[config.mk]
export PLATFORM = sky130hd
export DESIGN_NAME = mac_top
export DESIGN_NICKNAME = d
export VERILOG_FILES = /design/src/hdl/mac_pkg.sv /design/src/hdl/mac_branch_decode.sv /design/src/hdl/mac_return_stack.sv /design/src/hdl/mac_addr_select.sv /design/src/hdl/mac_top.sv
export SDC_FILE = /design/constraint.sdc
export NUM_CORES = 1
export LEC_CHECK = 0
export BUFFER_PORTS_ARGS = -buffer_cell sky130_fd_sc_hd__buf_4
export CORE_ASPECT_RATIO = 0.9
export CORE_MARGIN = 5
export CORE_UTILIZATION = 50
export CTS_CLUSTER_DIAMETER = 200
export CTS_CLUSTER_SIZE = 40
export DETAILED_ROUTE_END_ITERATION = 12
export HOLD_SLACK_MARGIN = 0.03
export PLACE_DENSITY = 0.77
export SLEW_MARGIN = 20
export SYNTH_ARGS = -nofsm -noshare
export SYNTH_HDL_FRONTEND = slang
export SYNTH_SLANG_ARGS = --single-unit
export TNS_END_PERCENT = 30
[constraint.sdc]
create_clock -name mclk -period 3 [get_ports mclk]
set_input_delay 0.15 -clock mclk [delete_from_list [all_inputs] [get_ports mclk]]
set_output_delay 0.15 -clock mclk [all_outputs]
set_load 0.03 [all_outputs]
[src/hdl/mac_pkg.sv]
package mac_pkg;

  // ==========================================================================
  // widths
  // ==========================================================================
  localparam int ADDR_W      = 16;                  // microaddress width.
  localparam int MCA_W       = 10;                  // control-store address.
  localparam int COND_W      = 8;                   // condition flags.
  localparam int STACK_DEPTH = 4;                   // return stack entries.

  localparam int OP_W   = 3;                        // opcode field.
  localparam int TGT_W  = 13;                       // jump target field.
  localparam int CIDX_W = $clog2(COND_W);           // condition index field.
  localparam int DISP_W = 10;                       // conditional displacement.

  localparam int PTR_W   = $clog2(STACK_DEPTH);     // stack slot index.
  localparam int DEPTH_W = $clog2(STACK_DEPTH + 1); // fill count, 0 to 4.

  // ==========================================================================
  // microword opcodes
  // ==========================================================================
  localparam logic [OP_W-1:0] OP_CONT  = 3'd0;      // step to lca + 1.
  localparam logic [OP_W-1:0] OP_JMP   = 3'd1;      // absolute jump.
  localparam logic [OP_W-1:0] OP_JCOND = 3'd2;      // page-relative cond jump.
  localparam logic [OP_W-1:0] OP_CALL  = 3'd3;      // jump and push return.
  localparam logic [OP_W-1:0] OP_RET   = 3'd4;      // pop return address.
  localparam logic [OP_W-1:0] OP_JCD   = 3'd5;      // jump to data bus.
  // codes 6 and 7 are spare and sequence like OP_CONT

  // ==========================================================================
  // microword layouts
  // ==========================================================================
  // the same 16 bits read either as a jump word or as a conditional word,
  // the opcode sits in the top three bits of both.
  typedef union packed {
    struct packed {
      logic [OP_W-1:0]   op;                        // opcode.
      logic [TGT_W-1:0]  target;                    // absolute target.
    } jmp;
    struct packed {
      logic [OP_W-1:0]   op;                        // opcode.
      logic [CIDX_W-1:0] idx;                       // which flag to test.
      logic [DISP_W-1:0] disp;                      // low address bits.
    } cnd;
  } mac_word_u;

endpackage

[src/hdl/mac_branch_decode.sv]
`timescale 1ns/10ps

module mac_branch_decode (
  input  logic [15:0]                 uword,
  input  logic [mac_pkg::COND_W-1:0]  cond,
  input  logic [mac_pkg::ADDR_W-1:0]  lca,
  input  logic                        hold,
  output logic                        hold_sel,
  output logic                        psel,
  output logic                        addsel,
  output logic                        cdsel,
  output logic                        nlcasel,
  output logic [mac_pkg::ADDR_W-1:0]  add,
  output logic                        push,
  output logic                        pop
);

  import mac_pkg::*;

  mac_word_u         word;
  logic [ADDR_W-1:0] jmp_addr;
  logic [ADDR_W-1:0] cnd_addr;
  logic              cond_hit;

  assign word = uword;                                  // reinterpret the bus.

  // ==========================================================================
  // branch target candidates
  // ==========================================================================
  assign jmp_addr = {{(ADDR_W - TGT_W){1'b0}}, word.jmp.target};  // zero extend.
  assign cnd_addr = {lca[ADDR_W-1:DISP_W], word.cnd.disp};        // stay in page.
  assign cond_hit = cond[word.cnd.idx];                           // flag under test.

  // ==========================================================================
  // select and strobe decode
  // ==========================================================================
  always_comb begin
    hold_sel = 1'b0;
    psel     = 1'b0;
    addsel   = 1'b0;
    cdsel    = 1'b0;
    nlcasel  = 1'b0;
    push     = 1'b0;
    pop      = 1'b0;
    add      = '0;

    if (hold) begin
      hold_sel = 1'b1;                                  // freeze lca and stack.
    end else begin
      case (word.jmp.op)
        OP_CONT: begin
          nlcasel = 1'b1;
        end
        OP_JMP: begin
          addsel = 1'b1;
          add    = jmp_addr;
        end
        OP_JCOND: begin
          if (cond_hit) begin
            addsel = 1'b1;
            add    = cnd_addr;
          end else begin
            nlcasel = 1'b1;                             // not taken.
          end
        end
        OP_CALL: begin
          addsel = 1'b1;
          add    = jmp_addr;
          push   = 1'b1;                                // saves nlca of the call.
        end
        OP_RET: begin
          psel = 1'b1;
          pop  = 1'b1;
        end
        OP_JCD: begin
          cdsel = 1'b1;
        end
        default: begin
          nlcasel = 1'b1;                               // spare codes fall through.
        end
      endcase
    end
  end

endmodule

[src/hdl/mac_return_stack.sv]
`timescale 1ns/10ps

module mac_return_stack (
  input  logic                        mclk,
  input  logic                        rst_n,
  input  logic                        push,
  input  logic                        pop,
  input  logic [mac_pkg::ADDR_W-1:0]  push_data,
  output logic [mac_pkg::ADDR_W-1:0]  pr,
  output logic                        stack_fault
);

  import mac_pkg::*;

  logic [ADDR_W-1:0]  stack_mem [STACK_DEPTH];
  logic [PTR_W-1:0]   wr_ptr;                           // next free slot.
  logic [PTR_W-1:0]   top_ptr;                          // newest entry.
  logic [DEPTH_W-1:0] depth;
  logic               empty;
  logic               full;

  assign top_ptr = wr_ptr - 1'b1;                       // wraps around the ring.
  assign empty   = (depth == '0);
  assign full    = (depth == DEPTH_W'(STACK_DEPTH));

  assign pr = empty ? '0 : stack_mem[top_ptr];          // zero when nothing saved.

  // ==========================================================================
  // storage
  // ==========================================================================
  // when full, wr_ptr already points at the oldest entry, so a push
  // simply overwrites it.
  always_ff @(posedge mclk) begin
    if (push) begin
      stack_mem[wr_ptr] <= push_data;
    end
  end

  // ==========================================================================
  // pointer and fill count
  // ==========================================================================
  always_ff @(posedge mclk) begin
    if (!rst_n) begin
      wr_ptr <= '0;
      depth  <= '0;
    end else if (push) begin
      wr_ptr <= wr_ptr + 1'b1;
      if (!full) begin
        depth <= depth + 1'b1;                          // saturates at four.
      end
    end else if (pop && !empty) begin
      wr_ptr <= top_ptr;
      depth  <= depth - 1'b1;
    end
  end

  always_ff @(posedge mclk) begin
    if (!rst_n) begin
      stack_fault <= 1'b0;
    end else if ((pop && empty) || (push && full)) begin
      stack_fault <= 1'b1;                              // sticky until reset.
    end
  end

  a_depth_bound : assert property (
    @(posedge mclk) disable iff (!rst_n)
    depth <= DEPTH_W'(STACK_DEPTH)
  );

endmodule

[src/hdl/mac_addr_select.sv]
`timescale 1ns/10ps

module mac_addr_select (
  input  logic                        mclk,
  input  logic                        rst_n,
  input  logic                        hold_sel,
  input  logic                        psel,
  input  logic                        addsel,
  input  logic                        cdsel,
  input  logic                        nlcasel,
  input  logic                        eccr_hi_n,
  input  logic [mac_pkg::ADDR_W-1:0]  pr,
  input  logic [mac_pkg::ADDR_W-1:0]  add,
  input  logic [mac_pkg::ADDR_W-1:0]  cd,
  output logic [mac_pkg::ADDR_W-1:0]  lca,
  output logic [mac_pkg::ADDR_W-1:0]  nlca,
  output logic [mac_pkg::MCA_W-1:0]   mca,
  output logic                        eccr
);

  import mac_pkg::*;

  logic [ADDR_W-1:0] ica;                               // next microaddress.

  // ==========================================================================
  // and-or source mux
  // ==========================================================================
  // each source is gated by its own select and the gated terms are ored,
  // so the selects have to stay one-hot for a clean result.
  assign ica = ({ADDR_W{hold_sel}} & lca)
             | ({ADDR_W{psel}}     & pr)
             | ({ADDR_W{addsel}}   & add)
             | ({ADDR_W{cdsel}}    & cd)
             | ({ADDR_W{nlcasel}}  & nlca);

  // ==========================================================================
  // address register and incrementer
  // ==========================================================================
  always_ff @(posedge mclk) begin
    if (!rst_n) begin
      lca <= '0;                                        // start of microcode.
    end else begin
      lca <= ica;
    end
  end

  assign nlca = lca + 1'b1;                             // wraps at 16 bits.
  assign mca  = lca[MCA_W-1:0];                         // control-store address.

  // ==========================================================================
  // ecc high flag
  // ==========================================================================
  always_ff @(posedge mclk) begin
    if (!rst_n) begin
      eccr <= 1'b0;
    end else begin
      eccr <= ~eccr_hi_n;                               // active high, one cycle late.
    end
  end

  // the decoder must raise exactly one select in every cycle.
  a_sel_onehot : assert property (
    @(posedge mclk) disable iff (!rst_n)
    $onehot({hold_sel, psel, addsel, cdsel, nlcasel})
  );

endmodule

[src/hdl/mac_top.sv]
`timescale 1ns/10ps

module mac_top (
  input  logic                        mclk,
  input  logic                        rst_n,
  input  logic [15:0]                 uword,
  input  logic [mac_pkg::COND_W-1:0]  cond,
  input  logic [mac_pkg::ADDR_W-1:0]  cd,
  input  logic                        hold,
  input  logic                        eccr_hi_n,
  output logic [mac_pkg::ADDR_W-1:0]  lca,
  output logic [mac_pkg::ADDR_W-1:0]  nlca,
  output logic [mac_pkg::MCA_W-1:0]   mca,
  output logic                        eccr,
  output logic                        stack_fault
);

  import mac_pkg::*;

  logic              hold_sel;
  logic              psel;
  logic              addsel;
  logic              cdsel;
  logic              nlcasel;
  logic              push;
  logic              pop;
  logic [ADDR_W-1:0] add;                               // branch target.
  logic [ADDR_W-1:0] pr;                                // return stack top.

  // ==========================================================================
  // decode and return stack side by side
  // ==========================================================================
  mac_branch_decode u_decode (
    .uword    (uword),
    .cond     (cond),
    .lca      (lca),
    .hold     (hold),
    .hold_sel (hold_sel),
    .psel     (psel),
    .addsel   (addsel),
    .cdsel    (cdsel),
    .nlcasel  (nlcasel),
    .add      (add),
    .push     (push),
    .pop      (pop)
  );

  mac_return_stack u_stack (
    .mclk        (mclk),
    .rst_n       (rst_n),
    .push        (push),
    .pop         (pop),
    .push_data   (nlca),                                // return to call + 1.
    .pr          (pr),
    .stack_fault (stack_fault)
  );

  // ==========================================================================
  // address selection and register
  // ==========================================================================
  mac_addr_select u_select (
    .mclk      (mclk),
    .rst_n     (rst_n),
    .hold_sel  (hold_sel),
    .psel      (psel),
    .addsel    (addsel),
    .cdsel     (cdsel),
    .nlcasel   (nlcasel),
    .eccr_hi_n (eccr_hi_n),
    .pr        (pr),
    .add       (add),
    .cd        (cd),
    .lca       (lca),
    .nlca      (nlca),
    .mca       (mca),
    .eccr      (eccr)
  );

endmodule

==> results.md, run 1 <==
* Run status: completed
* DP Worst Slack at 0.622 ns
* Post-synth EDFFs at between 60 and 70
* Crit path kind: register to primary output
* Nets at 488
* RSZ-0062 raised after global routing: no
* Synth area leader: edfxtp_1
* Top FF cell, synth: edfxtp_1
* Avg Inst Size Synth at between 10 and 15 sq um
* Initial antenna violation count at 0
* Total negative slack at 0 ns
* Post-synthesis adder-cell area fraction at under 10%
* Peak VDD IR at roughly 0.00031 V
* Netlist Area Pre-Place at between 4000 and 5000 sq um
* Routing usage on met2 at between 30 and 40%
* IO Pins at 88
* Slowest CP cell: dfxtp_1
* WHS Path Cells at 3
* Worst Hold Class: primary input to register
* Setup crit start kind: register
* Clock transition at path regs at 0.09 ns
* Worst slew pin tran at ~0.9 ns
* Routed len/inst at 20.4 um
* Crit. End Element: primary output
* Die area at ~11,000 sq um
* Leak at 1.98 nW
* Post-synth top area share at 44.4%
* Final wirelength at roughly 11,000 um
* IO buf count at 87
* Yosys cell types at 58
* Clock Skews at 0.0104 ns
* Pins Over Slew Limit at 0
* Synth async-reset ratio at 0%
* Total CTS buffers at 9
* WP buf/inv at 1
* Met3 Usage GRT at under 10%
* Hpwl dp at about 8000 um
* First-pass DRT Iterations at 5
* Die Wd at 108 um
* Grt peak-use layer: met2
* First-pass GRT wire length at 17,800 um
* Synthesis-to-finish area growth at 22.1%
* CTS H-tree depth at 3
* Via/cell ratio at 6.03
* Die H at 98.3 um
* Number of synthesized register bits at 87
* R2R depth at 7
* Multiplexer area fraction after synthesis at 9.74%
* Slowest stage delay, CP at roughly 0.54 ns
* Crit path DAT at approximately 2.4 ns
* Post-Synth XOR/XNOR Area at 2.83%
* Clock power frac at 33.5%
* Clock sinks at 87
* Gpl congestion at approximately 0.96
* Largest net degree at the start of global routing at 36
* Sw Ratio at ~27%
* Core ar. at 8530 sq um
* Power density cells at 490 nW/um^2
* Leading post-synthesis cells by cell area: edfxtp_1 (44%), dfxtp_1 (11%), mux4_2 (8.3%)
* Max-Cap Viols at 0
* GRT Total Usage at about 22%
* Compound-cell area share of the yosys netlist at 12.6%
* Hold Fails Final Rpt at 0
* Seq pwr share at 51.8%
* Worst setup margin at 0.490 ns
* Count leader, synth: edfxtp_1
* Gate power share at 14.7%
* Internal power at roughly 0.0019 W
* NetSw at 0.000700 W
* Worst EP required at 2.85 ns
* DR iter-0 viols at 276
* Initial core utilization at ~51%
* Drt drc at 0
* Vias at 3,388
* Post-Synth Simple-Gate Area at 13.1%
* Slew headroom at 39.1%
* Min Tclk post-route at 2.51 ns
* Final Setup Violations at 0
* Syn. warnings at 0
* Filler cells at between 600 and 700
* Post-synthesis cell count at 355
* Top Family by Delay on Critical Path: simple AND/OR/NAND/NOR gates
* Net count after synthesis at 405
* Root Buffer: clkbuf_8
* CP max FO at 9
* Setup Buffers After CTS at 0
* Global Route met1 Usage at between 20% and 30%
* Maximum root-to-sink buffer count at 2
* Standard-cell rows at 32
* ANT cells at 0
* Final period utilization at 83.7%
* Overflow after GRT at 0
* Vias in the first global route at ~3,400
* List of most frequent post-synthesis cells: edfxtp_1 (64), nand2_1 (32), dfxtp_1 (23)
* Layout cells sized above 1 at just over 30%
* CTS tree: done
* Stages on the worst setup path at 4
* Clock latency on the worst-skew pair at 0.37 ns
* Largest family of logic cells by synthesized area: simple AND/OR/NAND/NOR gates
* Fmax at 398 MHz
* Antenna-violating nets left at 0
* Sequential-to-total area share from yosys stat at 55.0%
* Crit path cell chain: nand4_1 -> nor4_1 -> xor2_1 -> buf_4
## power groups by stage
stage	sequential, W	combinational [W]	clock (W)
6_report	0.00134	0.000380	0.000867
5_1_grt	0.00135	0.000406	0.000926
4_1_cts	0.00134	0.000380	0.000879
3_5_place_dp	0.00137	0.000378	0
3_3_place_gp	0.00137	0.000373	0
2_1_floorplan	0.00139	0.000210	0
## flip-flops by register name (all words and copies together) (netlist names)
signal,flops
u_stack.stack_mem,64
u_stack.depth,3
u_select.lca,16
u_stack.stack_fault,1
u_stack.wr_ptr,2
u_select.eccr,1
## layer usage
metal	share of wire, %	routed length [um]
met5	0	0
met4	2.1	239
met3	9.1	1050
met2	49	5600
met1	40	4580
## repair_timing
action,4_1_cts,5_1_grt
hold endpoints to repair,1,0
endpoints found under the setup margin,0,0
resized for setup,0,0
hold buffers,1,0
## worst min-delay path, cell delays in order
cell and delay (ns):
buf_4 0.12, nand2_1 0.05, a31oi_1 0.09
## cell usage in the layout (no fill, tap or decap), types with 7 or more instances in the layout
cell type and instances:
buf_4 99, edfxtp_1 64, nand2_1 32, dfxtp_1 23, nor2_1 18, mux4_2 16
o21ai_0 15, inv_1 13, clkbuf_8 10, xnor2_1 9, a21oi_1 9, a31oi_1 8
nor2b_1 8, nor3_1 7, o22ai_1 7
## metrics by stage
step / total power [W] / instance area [sq um] / cells / hold WS [ns] / utilization, %
final: 0.00259 / 5290 / 562 / 0.0805 / 62.0
after detailed placement: 0.00175 / 5060 / 545 / 0.312 / 59.4
after global placement: 0.00174 / 5060 / 545 / 0.307 / 59.4
after global routing: 0.00268 / 5290 / 562 / 0.0731 / 62.0
after floorplan: 0.00160 / 4330 / 355 / 0.222 / -
after CTS: 0.00260 / 5290 / 562 / 0.0564 / 62.0
## final timing paths
kind / startpoint / to / slack [ns]
max reg2reg: u_stack.wr_ptr[1] / u_select.lca[11] / 0.68
max: u_select.lca[6] / nlca[12] / 0.49
min reg2reg: u_stack.stack_fault / u_stack.stack_fault / 0.50
min: uword[6] / u_select.lca[6] / 0.08
## area by class of cell
class / count / area (sq um) / share of cell area [%]
multi-input combinational: 227 / 1740 / 32.9
inverter: 13 / 48.8 / 0.923
clock inverter: 6 / 73.8 / 1.40
tap: 119 / 149 / 2.82
clock buffer: 10 / 138 / 2.60
sequential: 87 / 2380 / 45.1
timing repair buffer: 100 / 753 / 14.3
## cells by family (layout without fill, tap and decap cells)
family | Yosys count | after routing
AND/OR/NAND/NOR | 109 | 109
multiplexers | 22 | 22
flip-flops | 87 | 87
XOR/XNOR | 14 | 14
adder cells (fa/ha/maj) | 6 | 6
AO/OA/AOI/OAI | 76 | 76
buffers and inverters | 41 | 129
Note: power is estimated with default switching activity, not from simulation.
==> run 2: changes to the inputs <==
- ABC_AREA: default -> 1
- PLACE_DENSITY: 0.77 -> 0.76
- clock period: 3 -> 2.21 ns (I/O delays scaled with it)
==> results.md, run 2 <==
* Run status: completed (unchanged)
* GRT Total Usage at 23.4% (was 22.2%)
* Core ar. at 8690 sq um (was 8530 sq um)
* Largest net degree at the start of global routing at 48 (was 36)
* IO Pins at 88 (unchanged)
* Nets at 644 (was 488)
* Worst Hold Class: primary input to register (unchanged)
* First-pass DRT Iterations at 5 (unchanged)
* Leading post-synthesis cells by cell area: edfxtp_1 (43%), dfxtp_1 (10%), nand2_1 (9.8%) (was edfxtp_1 (44%), dfxtp_1 (11%), mux4_2 (8.3%))
* Largest reg by FF count: u_stack.stack_mem (unchanged)
* Total power at 0.00371 W (was 0.00259 W)
* First-pass GRT wire length at 19,700 um (was 17,800 um)
* Syn. warnings at 0 (unchanged)
* Reg-to-Reg End: u_select.lca[1] (was u_select.lca[11])
* Biggest regs: u_stack.stack_mem: 64 flops, u_select.lca: 16 flops, u_stack.depth: 3 flops (unchanged)
* Min Tclk post-route at 2.05 ns
* Die Wd at 110 um (was 108 um)
* CTS tree: done (unchanged)
* Largest family of logic cells by synthesized area: simple AND/OR/NAND/NOR gates (unchanged)
* Number of synthesized register bits at 87 (unchanged)
* Avg Inst Size Synth at 8.84 sq um (was 12.2 sq um)
* List of most frequent post-synthesis cells: nand2_1 (117), edfxtp_1 (64), nand3_1 (52) (was edfxtp_1 (64), nand2_1 (32), dfxtp_1 (23))
* Crit. End Element: primary output (unchanged)
* Register area at 2390 sq um (was 2380 sq um)
* Post-synthesis adder-cell area fraction at 1.84% (was 1.91%)
* Hpwl dp at 8640 um (was 8230 um)
* Die area at 11,000 sq um (was 10,600 sq um)
* Netlist Area Pre-Place at 4500 sq um (was 4330 sq um)
* Clock sinks at 87 (unchanged)
* Yosys cell types at 35 (was 58)
* IO buf count at 87 (unchanged)
* Vias at 3,945 (was 3,388)
* Peak VDD IR at 0.000476 V (was 0.000308 V)
* Crit path kind: register to primary output (unchanged)
* DP Worst Slack at 0.380 ns (was 0.622 ns)
* Worst slew pin tran at 0.574 ns (was 0.906 ns)
* Layout cells sized above 1 at 25.5% (was 31.2%)
* Fmax at 488 MHz
* Total CTS buffers at 9 (unchanged)
* Commonest cells after routing, fill and taps aside: nand2_1 (117), buf_4 (104), edfxtp_1 (64) (was buf_4 (99), edfxtp_1 (64), nand2_1 (32))
* Initial core utilization at 51.8% (was 50.7%)
* Filler cells at 736 (was 688)
* Post-Synth XOR/XNOR Area at 1.75% (was 2.83%)
* Power density cells at 675 nW/um^2 (was 490 nW/um^2)
* Worst EP required at 2.10 ns (was 2.85 ns)
* FF-to-FF setup slack at 0.39 ns (was 0.68 ns)
* Final period utilization at between 90 and 100%
* Clock latency on the worst-skew pair at 0.36 ns (was 0.37 ns)
* ANT cells at 0 (unchanged)
* Root Buffer: clkbuf_8 (unchanged)
* Routed len/inst at 17.5 um (was 20.4 um)
* Multiplexer area fraction after synthesis at 0% (was 9.74%)
* Multi-input logic area at 1700 sq um (was 1740 sq um)
* Maximum root-to-sink buffer count at 2 (unchanged)
* Final wirelength at 12,600 um (was 11,500 um)
* Sequential-to-total area share from yosys stat at 52.9% (was 55.0%)
* Max-Cap Viols at 0 (unchanged)
* FF-to-FF Start: u_stack.wr_ptr[1] (unchanged)
* Standard-cell rows at 32 (unchanged)
* Post-synth top area share at 42.7% (was 44.4%)
* Setup crit start kind: register (unchanged)
* Synth async-reset ratio at 0% (unchanged)
* Leak at 2.40 nW (was 1.98 nW)
* Overflow after GRT at 0 (unchanged)
* Vias in the first global route at 3,900 (was 3,385)
* Synth area leader: edfxtp_1 (unchanged)
* Placed cell areas at 5220 sq um (was 5060 sq um)
* Synthesis-to-finish area growth at 22.1% (about the same)
* Post-Synth Simple-Gate Area at 25.7% (was 13.1%)
* WHS Path Cells at 5 (was 3)
* Crit path DAT at 1.94 ns (was 2.36 ns)
* Hold Fails Final Rpt at 0 (unchanged)
* Hold Crit Start: uword[9] (was uword[6])
* Final Setup Violations at 0 (unchanged)
* Drt drc at 0 (unchanged)
* DR iter-0 viols at 339 (was 276)
* Post-synthesis cell count at 509 (was 355)
* CTS H-tree depth at 3 (unchanged)
* Total negative slack at 0 ns (unchanged)
* Gpl congestion at 0.844 (was 0.958)
* Clock transition at path regs at 0.10 ns (was 0.09 ns)
* R2R depth at 10 (was 7)
* Slew headroom at 61.6% (was 39.1%)
* Pins Over Slew Limit at 0 (unchanged)
* Count leader, synth: nand2_1 (was edfxtp_1)
* Net count after synthesis at 559 (was 405)
* Die H at 100 um (was 98.3 um)
* Hold Crit Endpoint: u_select.lca[9] (was u_select.lca[6])
* CP max FO at 6 (was 9)
* Via/cell ratio at 5.49 (was 6.03)
* Largest register FFs at 64 (unchanged)
* Antenna-violating nets left at 0 (unchanged)
* Design area at 5490 sq um (was 5290 sq um)
* Share of the core filled with cells at 63.2% (was 62.0%)
* Compound-cell area share of the yosys netlist at 8.29% (was 12.6%)
* Clock Skews at 0.0143 ns (was 0.0104 ns)
* RSZ-0062 raised after global routing: no (unchanged)
* Most common cell after layout, fill and taps aside: nand2_1 (was buf_4)
* Worst setup margin at 0.161 ns (was 0.490 ns)
* Top FF cell, synth: edfxtp_1 (unchanged)
* Post-synth EDFFs at 64 (unchanged)
* Initial antenna violation count at 0 (unchanged)
[run 2: cell types whose count changed after synthesis, moves of 10 or more]
cell and delta:
inv_1 +38, nand2_1 +85, nor2_1 +12, inv_2 +10
nand3_1 +49, nand4_1 +16, mux4_2 -16
[run 2: layer usage]
| metal | GRT usage [%] | wire length [um] | vias to the layer above |
|---|---|---|---|
| met5 | 0 | 0 | - |
| met4 | 8.63 | 222 | 0 |
| met3 | 5.02 | 1150 | 26 |
| met2 | 38.0 | 6130 | 194 |
| met1 | 30.7 | 5100 | 1840 |
| li1 | - | - | 1885 |
[run 2: critical path, cell delays in order, from the launching register on]
cell and delay [ns]:
dfxtp_2 0.38, ha_1 0.19, nand2_1 0.10, nor2_4 0.14, buf_4 0.12, xor2_1 0.41, buf_4 0.25
[run 2: worst max path at each step]
| stage | start | end | slack (ns) | cells past startpoint |
|---|---|---|---|---|
| 5_1_grt | u_select.lca[0] | nlca[15] | 0.00004 | 7 |
| 2_1_floorplan | u_select.lca[0] | u_select.lca[4] | 0.03 | 8 |
| 3_3_place_gp | u_select.lca[1] | nlca[14] | 0.48 | 8 |
| 3_5_place_dp | u_select.lca[1] | nlca[14] | 0.38 | 8 |
| 4_1_cts | u_select.lca[4] | nlca[13] | 0.08 | 9 |
| 6_report | u_select.lca[1] | nlca[4] | 0.16 | 6 |
[run 2: final cells by class]
type	instances	area share (%)
multi-input combinational	330	30.9
timing repair buffer	105	14.4
clock inverter	6	2.10
inverter	61	4.17
tap	119	2.71
clock buffer	10	2.32
sequential	87	43.4
[run 2: per-stage QoR]
step | hold slack, ns | instances
global route | 0.0920 | 718
detailed placement | 0.270 | 699
finish | 0.0707 | 718
CTS | 0.0583 | 718
global placement | 0.271 | 699
floorplan | 0.183 | 509
[run 2: cell families after synthesis]
kind of cell	after synthesis
flops	87
compound gates	66
buf+inv	92
simple gates	249
fa+ha+maj	6
xor+xnor	9
[run 2: power breakdown]
| group | leakage (nW) | switching (W) | internal, W | total, W |
|---|---|---|---|---|
| clock network | 0.117 | 0.000582 | 0.000760 | 0.00134 |
| registers | 0.778 | 0.0000349 | 0.00178 | 0.00182 |
| logic | 1.50 | 0.000353 | 0.000195 | 0.000547 |
| total | 2.40 | 0.000969 | 0.00274 | 0.00371 |
[run 2: what timing repair did]
item,CTS,global route
pin swaps,1,0
hold buffers,1,0
setup endpoints to repair,1,5
setup buffers,2,0
gates resized for setup,0,3
hold endpoints to repair,1,0
